File: config.mk
export PLATFORM = sky130hd
export DESIGN_NAME = cpu_top
export DESIGN_NICKNAME = d
export VERILOG_FILES = /design/src/source/cpu_pkg.sv /design/src/source/program_ram.sv /design/src/source/fetch_unit.sv /design/src/source/execute_unit.sv /design/src/source/cpu_top.sv
export VERILOG_INCLUDE_DIRS = /design/src /design/src/include
export SDC_FILE = /design/constraint.sdc
export NUM_CORES = 1
export LEC_CHECK = 0
export ABC_CLOCK_PERIOD_IN_PS = 4900
export BUFFER_PORTS_ARGS = -buffer_cell sky130_fd_sc_hd__buf_2
export CAP_MARGIN = 10
export CORE_MARGIN = 3
export CORE_UTILIZATION = 30
export CTS_BUF_LIST = sky130_fd_sc_hd__clkbuf_4
export CTS_CLUSTER_SIZE = 24
export DETAILED_ROUTE_END_ITERATION = 7
export PLACE_DENSITY = 0.5
export SLEW_MARGIN = 20
export SYNTH_ARGS = -nofsm -noshare
export SYNTH_HDL_FRONTEND = slang
export SYNTH_HIERARCHICAL = 1
export SYNTH_SLANG_ARGS = --single-unit
File: constraint.sdc
create_clock -name clk -period 4.9 [get_ports clk]
set_clock_uncertainty 0.15 [all_clocks]
set_input_delay 0.735 -clock clk [delete_from_list [all_inputs] [get_ports clk]]
set_output_delay 0.735 -clock clk [all_outputs]
set_load 0.1 [all_outputs]
File: src/include/cpu_macros.svh
// bus widths and program memory depth
// opcode and operand field positions inside an instruction byte

`ifndef CPU_MACROS_SVH
`define CPU_MACROS_SVH

////////////////////////////////////////
// widths

// one data byte
`define CPU_DATA_W 8

// program address, 16 locations
`define CPU_ADDR_W 4
`define CPU_PROG_DEPTH 16

////////////////////////////////////////
// instruction fields

// upper nibble selects the operation
`define CPU_OPC_MSB 7
`define CPU_OPC_LSB 4

// lower nibble is the immediate nibble or the register select
`define CPU_ARG_MSB 3
`define CPU_ARG_LSB 0

`endif

File: src/source/cpu_pkg.sv
// data and address types of the processor
// opcode and register select enumerations

package cpu_pkg;

  `include "cpu_macros.svh"

  ////////////////////////////////////////
  // basic words

  // registers, memory words, instructions and i/o bytes
  typedef logic [`CPU_DATA_W-1:0] data_t;

  // program counter and load address
  typedef logic [`CPU_ADDR_W-1:0] addr_t;

  ////////////////////////////////////////
  // instruction set

  // codes 12 to 15 are unassigned and execute as NOP
  typedef enum logic [`CPU_OPC_MSB-`CPU_OPC_LSB:0] {
    NOP    = 4'd0,
    LDA_LO = 4'd1,
    LDA_HI = 4'd2,
    LDB_LO = 4'd3,
    LDB_HI = 4'd4,
    LDC_LO = 4'd5,
    LDC_HI = 4'd6,
    ADD    = 4'd7,
    SUB    = 4'd8,
    MUL    = 4'd9,
    OUT    = 4'd10,
    IN     = 4'd11
  } opcode_t;

  // register operand of IN and OUT
  // a select of 3 or more turns the instruction into a NOP
  typedef enum logic [1:0] {
    REG_A = 2'd0,
    REG_B = 2'd1,
    REG_C = 2'd2
  } reg_sel_t;

endpackage

File: src/source/program_ram.sv
// 16-byte program memory
// external write port locked while running and a registered read port

`timescale 1ns/1ps

`include "cpu_macros.svh"

module program_ram
  import cpu_pkg::*;
(
  input  logic  clk,
  input  logic  load_en,
  input  addr_t load_addr,
  input  data_t load_data,
  input  logic  run,
  input  addr_t rd_addr,
  output data_t rd_data
);

  ////////////////////////////////////////
  // storage

  data_t mem [`CPU_PROG_DEPTH];

  // loads are only taken while the processor is stopped
  logic wr_en;

  assign wr_en = load_en && !run;

  always_ff @(posedge clk) begin
    if (wr_en) begin
      mem[load_addr] <= load_data;
    end
  end

  ////////////////////////////////////////
  // read port

  // read every cycle with one cycle from rd_addr to rd_data
  always_ff @(posedge clk) begin
    rd_data <= mem[rd_addr];
  end

  ////////////////////////////////////////
  // checks

  // an accepted load must name a known location with known data
  a_load_known : assert property (
    @(posedge clk) wr_en |-> !$isunknown(load_addr) && !$isunknown(load_data)
  ) else $error("program load with unknown address or data");

endmodule

File: src/source/fetch_unit.sv
// program counter and instruction holding register
// issues instructions to execute with valid/ready

`timescale 1ns/1ps

module fetch_unit
  import cpu_pkg::*;
(
  input  logic  clk,
  input  logic  rst_n,
  input  logic  run,
  input  logic  load_en,
  output addr_t rd_addr,
  input  data_t rd_data,
  output data_t instr,
  output logic  instr_valid,
  input  logic  instr_ready
);

  ////////////////////////////////////////
  // control

  addr_t pc;
  addr_t pend_addr;
  logic  pend;
  logic  advance;
  logic  replay;
  logic  issue;

  // holder is free or handed over at this edge
  assign advance = !instr_valid || instr_ready;

  // returned byte cannot be placed, so read the same address again
  assign replay = pend && !advance;

  // start a new read only when its byte has somewhere to go
  assign issue = run && advance;

  assign rd_addr = replay ? pend_addr : pc;

  always_ff @(posedge clk or negedge rst_n) begin
    if (!rst_n) begin
      pc          <= '0;
      pend        <= 1'b0;
      instr_valid <= 1'b0;
    end else begin
      // counter wraps from 15 to 0 by itself
      if (load_en) begin
        pc <= '0;
      end else if (issue) begin
        pc <= pc + addr_t'(1);
      end

      pend <= issue || replay;

      if (pend && advance) begin
        instr_valid <= 1'b1;
      end else if (instr_ready) begin
        instr_valid <= 1'b0;
      end
    end
  end

  ////////////////////////////////////////
  // payload

  always_ff @(posedge clk) begin
    // remember where the in-flight read came from
    if (issue) begin
      pend_addr <= pc;
    end
    if (pend && advance) begin
      instr <= rd_data;
    end
  end

  ////////////////////////////////////////
  // checks

  // a held instruction is neither dropped nor changed before execute takes it
  a_instr_hold : assert property (
    @(posedge clk) disable iff (!rst_n)
      instr_valid && !instr_ready |=> instr_valid && $stable(instr)
  ) else $error("instruction changed while stalled");

endmodule

File: src/source/execute_unit.sv
// instruction decoder and the a, b and c registers
// add, subtract and multiply into c
// input and output byte streams with valid/ready

`timescale 1ns/1ps

`include "cpu_macros.svh"

module execute_unit
  import cpu_pkg::*;
(
  input  logic  clk,
  input  logic  rst_n,
  input  data_t instr,
  input  logic  instr_valid,
  output logic  instr_ready,
  input  data_t in_data,
  input  logic  in_valid,
  output logic  in_ready,
  output data_t out_data,
  output logic  out_valid,
  input  logic  out_ready
);

  // a register is written one nibble at a time
  localparam int nib_w = `CPU_DATA_W / 2;

  ////////////////////////////////////////
  // decode

  opcode_t                              opc;
  logic [`CPU_ARG_MSB:`CPU_ARG_LSB]     arg;
  reg_sel_t                             sel;
  logic                                 sel_ok;

  assign opc = opcode_t'(instr[`CPU_OPC_MSB:`CPU_OPC_LSB]);
  assign arg = instr[`CPU_ARG_MSB:`CPU_ARG_LSB];

  // a select above c turns IN and OUT into a NOP
  assign sel_ok = arg < 3;
  assign sel    = reg_sel_t'(arg[1:0]);

  ////////////////////////////////////////
  // registers and arithmetic

  data_t reg_a;
  data_t reg_b;
  data_t reg_c;
  data_t sel_val;
  data_t alu_res;

  always_comb begin
    case (sel)
      REG_A:   sel_val = reg_a;
      REG_B:   sel_val = reg_b;
      default: sel_val = reg_c;
    endcase
  end

  // results keep the low byte only
  always_comb begin
    case (opc)
      ADD:     alu_res = reg_a + reg_b;
      SUB:     alu_res = reg_a - reg_b;
      default: alu_res = reg_a * reg_b;
    endcase
  end

  ////////////////////////////////////////
  // handshakes

  logic is_in;
  logic is_out;
  logic out_free;
  logic accept;
  logic out_load;

  assign is_in  = instr_valid && (opc == IN) && sel_ok;
  assign is_out = instr_valid && (opc == OUT) && sel_ok;

  // output register is empty or being taken this cycle
  assign out_free = !out_valid || out_ready;

  // IN waits for a byte and OUT for room while everything else goes at once
  always_comb begin
    if (is_in) begin
      instr_ready = in_valid;
    end else if (is_out) begin
      instr_ready = out_free;
    end else begin
      instr_ready = 1'b1;
    end
  end

  // asked for only while an IN is waiting
  assign in_ready = is_in;

  assign accept   = instr_valid && instr_ready;
  assign out_load = accept && is_out;

  ////////////////////////////////////////
  // state update

  always_ff @(posedge clk or negedge rst_n) begin
    if (!rst_n) begin
      reg_a <= '0;
      reg_b <= '0;
      reg_c <= '0;
    end else if (accept) begin
      case (opc)
        LDA_LO: reg_a[nib_w-1:0] <= arg;
        LDA_HI: reg_a[`CPU_DATA_W-1:nib_w] <= arg;
        LDB_LO: reg_b[nib_w-1:0] <= arg;
        LDB_HI: reg_b[`CPU_DATA_W-1:nib_w] <= arg;
        LDC_LO: reg_c[nib_w-1:0] <= arg;
        LDC_HI: reg_c[`CPU_DATA_W-1:nib_w] <= arg;
        ADD, SUB, MUL: reg_c <= alu_res;
        IN: begin
          if (sel_ok) begin
            case (sel)
              REG_A:   reg_a <= in_data;
              REG_B:   reg_b <= in_data;
              default: reg_c <= in_data;
            endcase
          end
        end
        default: ;
      endcase
    end
  end

  always_ff @(posedge clk or negedge rst_n) begin
    if (!rst_n) begin
      out_valid <= 1'b0;
    end else if (out_load) begin
      out_valid <= 1'b1;
    end else if (out_ready) begin
      out_valid <= 1'b0;
    end
  end

  always_ff @(posedge clk) begin
    if (out_load) begin
      out_data <= sel_val;
    end
  end

  ////////////////////////////////////////
  // checks

  // a pending output survives back-pressure unchanged
  a_out_hold : assert property (
    @(posedge clk) disable iff (!rst_n)
      out_valid && !out_ready |=> out_valid && $stable(out_data)
  ) else $error("output byte changed under back-pressure");

endmodule

File: src/source/cpu_top.sv
// processor top level
// program memory, fetch and execute on one clock

`timescale 1ns/1ps

module cpu_top
  import cpu_pkg::*;
(
  input  logic  clk,
  input  logic  rst_n,
  // program load, taken only while run is low
  input  logic  load_en,
  input  addr_t load_addr,
  input  data_t load_data,
  input  logic  run,
  // input byte stream
  input  data_t in_data,
  input  logic  in_valid,
  output logic  in_ready,
  // output byte stream
  output data_t out_data,
  output logic  out_valid,
  input  logic  out_ready
);

  ////////////////////////////////////////
  // internal paths

  addr_t rd_addr;
  data_t rd_data;
  data_t instr;
  logic  instr_valid;
  logic  instr_ready;

  program_ram u_program_ram (
    .clk       (clk),
    .load_en   (load_en),
    .load_addr (load_addr),
    .load_data (load_data),
    .run       (run),
    .rd_addr   (rd_addr),
    .rd_data   (rd_data)
  );

  fetch_unit u_fetch_unit (
    .clk         (clk),
    .rst_n       (rst_n),
    .run         (run),
    .load_en     (load_en),
    .rd_addr     (rd_addr),
    .rd_data     (rd_data),
    .instr       (instr),
    .instr_valid (instr_valid),
    .instr_ready (instr_ready)
  );

  execute_unit u_execute_unit (
    .clk         (clk),
    .rst_n       (rst_n),
    .instr       (instr),
    .instr_valid (instr_valid),
    .instr_ready (instr_ready),
    .in_data     (in_data),
    .in_valid    (in_valid),
    .in_ready    (in_ready),
    .out_data    (out_data),
    .out_valid   (out_valid),
    .out_ready   (out_ready)
  );

endmodule

==> impl_metrics.csv <==
group,metric,value,unit
logic_synthesis,yosysTopAreaCellShare,49.0,%
grt,grt-ovfl-total,0,
critical_path,critical_path_class,"register to register",
placement,portBuffers,35,
placement,place_hpwl,14200,µm
sta,slew_headroom,26.6,%
critical_path,cp-start-kind,"register",
grt,grt_usage,12.1,%
worst_hold_path,worstHoldPathType,"input port to async pin",
clocking,cts_tree,"built",
grt,grt_pass1_vias,5418,
job,drv_cap,0,
clocking,hold_buffers,0,
outcome,status,"completed",
final_layout,diodes,0,
final_layout,area_growth_syn_to_layout,9.85,%
logic_synthesis,syn_avg_cell_area,14.4,µm²
routing,routed_via_density,4.91,
critical_path,worst_setup_path_end_kind,"register",
clocking,cts_root_buf,"clkbuf_4",
critical_path,timing.critical_path.mode_cell,"fa_1",
clocking,cts_htree_levels,4,
logic_synthesis,syn_area,9070,µm²
logic_synthesis,postSynthCellCount,628,
critical_path,critPathRequiredTime,5.21,ns
clocking,cts_sinks,187,
sta,fin_crit,4.65,ns
sta,hold_violations,0,
placement,place_ws,0.281,ns
critical_path,path_cells,"nand2_1, fa_1, fa_1, inv_1, fa_1, inv_1, fa_1, inv_1, ha_1, a21oi_1, xnor3_1, xnor3_1, a222oi_1, a31oi_1",
floorplan,dieArea,32400,µm²
power_and_ir_drop,power.density,439,nW/µm²
logic_synthesis,ys_types,68,
sta,worst_slack,0.248,ns
clocking,cts_setup_buffers,0,
floorplan,coreArea,29700,µm²
final_layout,fin_util,33.5,%
power_and_ir_drop,power,4.37,mW
logic_synthesis,synth_top_cell_by_area,"edfxtp_1",
routing,drc_errors,0,
critical_path,critPathBufInv,3,
routing,post_drt_wl_per_cell,18.5,µm
sta,drv_slew,0,
routing,first_iter_violations,414,
logic_synthesis,asyncSetResetFlopFracSynth,16.6,%
sta,whs,0.0713,ns
floorplan,die_w,180,µm
clocking,ctsResizeCount,0,
placement,routabilityCongestion,0.866,
grt,antenna_found_initial,0,
sta,post-route-period-util,94.9,%
logic_synthesis,synth_area_leaders,"edfxtp_1 49%, dfrtp_1 8.6%, mux4_2 4.5%, mux4_1 4.1%, ha_1 3.6%",
final_layout,num-nets-final,731,
logic_synthesis,ys.flop_type,"edfxtp_1",
power_and_ir_drop,peakVddDrop,0.205,mV
final_layout,drive_gt1_share,19.9,%
routing,vias,5253,
grt,grt_pass1_wl,30700,µm
logic_synthesis,synth-seq-cells,187,
floorplan,io-pin-count,36,
clocking,cts_buffer_depth,2,
clocking,clk_latency,0.58,ns
routing,ant_nets,0,
clocking,numCtsBuffers,17,
critical_path,cp_max_fo,9,
critical_path,cp.arrival,4.96,ns
floorplan,die_y,180,µm
sta,rsz0062_at_grt,"no",
logic_synthesis,synth_edf_count,148,
grt,grt_max_degree,33,
critical_path,max_stage_delay,0.57,ns
clocking,clk_pin_slew,0.17,ns
routing,first_pass_iters,5,
floorplan,start_util,30.5,%
critical_path,cpMaxStageDelayCell,"dfrtp_1",
logic_synthesis,synth_seq_area_share,59.3,%
sta,setup_viol,0,
power_and_ir_drop,p_leak,3.64,nW
critical_path,crit_family,"adder cells",
sta,tns,0,ns
routing,routed_wl,19700,µm
floorplan,placementRows,63,
sta,fmax,215,MHz
logic_synthesis,syn-num-nets,693,
sta,tightest_slew,1.10,ns
logic_synthesis,yosysWarningCount,6,
[power breakdown]
group	internal (mW)	leakage, nW	total [mW]	switching, mW
registers	1.82	1.79	1.96	0.142
clock network	0.261	0.167	0.903	0.642
logic	0.696	1.68	1.51	0.814
total	2.78	3.64	4.37	1.60
[final cells by class]
cell class | instances | area [µm²]
clock buffers | 17 | 128
well taps | 390 | 488
flip-flops and latches | 187 | 5380
clock inverters | 15 | 198
fillers | 2865 | 19800
repair buffers | 44 | 243
inverters | 36 | 135
multi-input cells | 380 | 3390
[flip-flops by register name (all words and copies together), names as in the netlist, named ones only]
| name | count |
|---|---|
| u_execute_unit/out_data | 8 |
| u_execute_unit/out_valid | 1 |
| u_execute_unit/reg_a | 8 |
| u_execute_unit/reg_b | 8 |
| u_execute_unit/reg_c | 8 |
| u_fetch_unit/instr | 8 |
| u_fetch_unit/instr_valid | 1 |
| u_fetch_unit/pc | 4 |
| u_fetch_unit/pend_addr | 4 |
| u_program_ram/mem | 128 |
| u_program_ram/rd_data | 8 |
[Yosys cell counts (all sizes together) (4+ instances only)]
cell	n
mux2i	8
a22oi	17
nor3	11
mux2	24
a222oi	5
o21ai	21
a21o	5
inv	36
fa	13
xnor2	16
clkbuf	12
and2	15
a31oi	10
dfrtp	31
nor2b	8
nand2	67
xor2	4
a21oi	12
ha	26
nand2b	6
dfxtp	8
o21a	5
buf	10
edfxtp	148
mux4	32
nor2	37
[metal layers]
layer  share of wire, %  wire length [µm]  up-vias  track usage [%]
met4                2.1               407        0             4.05
met1                 44              8670     2655             15.7
met5                  0                 0        -                0
met3                4.9               958       23             2.87
met2                 49              9700      146             20.0
li1                   -                 -     2429                -
[layout by cell type, fill, tap and decap left out, types with 8 or more instances in the layout]
| master | Yosys | final |
|---|---|---|
| a21oi_1 | 12 | 12 |
| a22oi_1 | 17 | 17 |
| a31oi_1 | 9 | 9 |
| and2_1 | 11 | 11 |
| buf_2 | 4 | 35 |
| buf_4 | 2 | 9 |
| clkbuf_4 | 0 | 17 |
| dfrtp_1 | 31 | 31 |
| dfxtp_1 | 8 | 8 |
| edfxtp_1 | 148 | 148 |
| fa_1 | 13 | 13 |
| ha_1 | 26 | 26 |
| inv_1 | 36 | 36 |
| mux2_2 | 19 | 19 |
| mux2i_1 | 8 | 8 |
| mux4_1 | 14 | 14 |
| mux4_2 | 18 | 18 |
| nand2_1 | 65 | 65 |
| nor2_1 | 37 | 37 |
| nor3_1 | 11 | 10 |
| o21ai_0 | 20 | 20 |
| xnor2_1 | 16 | 16 |
[through the flow]
step / std cells / instance area, µm²
final: 1069 / 9960
after floorplan: 628 / 9070
after CTS: 1069 / 9960
after global placement: 1037 / 9640
after detailed placement: 1037 / 9640
after global routing: 1069 / 9960
[worst reg2reg max path, stage by stage (launching register included)]
cell and delay (ns):
dfrtp_1 0.57, nand2_1 0.13, fa_1 0.46, fa_1 0.54, inv_1 0.05, fa_1 0.47
inv_1 0.06, fa_1 0.54, inv_1 0.05, ha_1 0.31, a21oi_1 0.16, xnor3_1 0.23
xnor3_1 0.38, a222oi_1 0.33, a31oi_1 0.13
[worst paths after layout]
kind | startpoint | to | slack (ns) | depth (start not counted)
worst max-delay path | u_execute_unit/reg_b[4] | u_execute_unit/reg_c[7] | 0.25 | 14
worst min register to register | u_program_ram/rd_data[4] | u_fetch_unit/instr[4] | 0.28 | 0
min in group clk | out_ready | u_execute_unit/out_valid | 0.24 | 2
max in group asynchronous | rst_n | u_execute_unit/out_valid | 4.02 | 1
worst max register to register | u_execute_unit/reg_b[4] | u_execute_unit/reg_c[7] | 0.25 | 14
worst min-delay path | rst_n | u_execute_unit/reg_c[4] | 0.07 | 1
[kinds of logic (layout without fill, tap and decap cells)]
kind of cell	count (synthesis)	count (layout)	share of synthesized area, %
AO/OA/AOI/OAI	88	88	6.66
adder cells (fa/ha/maj)	39	39	6.46
buffers and inverters	61	112	3.34
AND/OR/NAND/NOR	167	167	9.26
multiplexers	64	64	12.6
flip-flops	187	187	59.3
XOR/XNOR	22	22	2.43
Power figures use the tool's default switching activity.
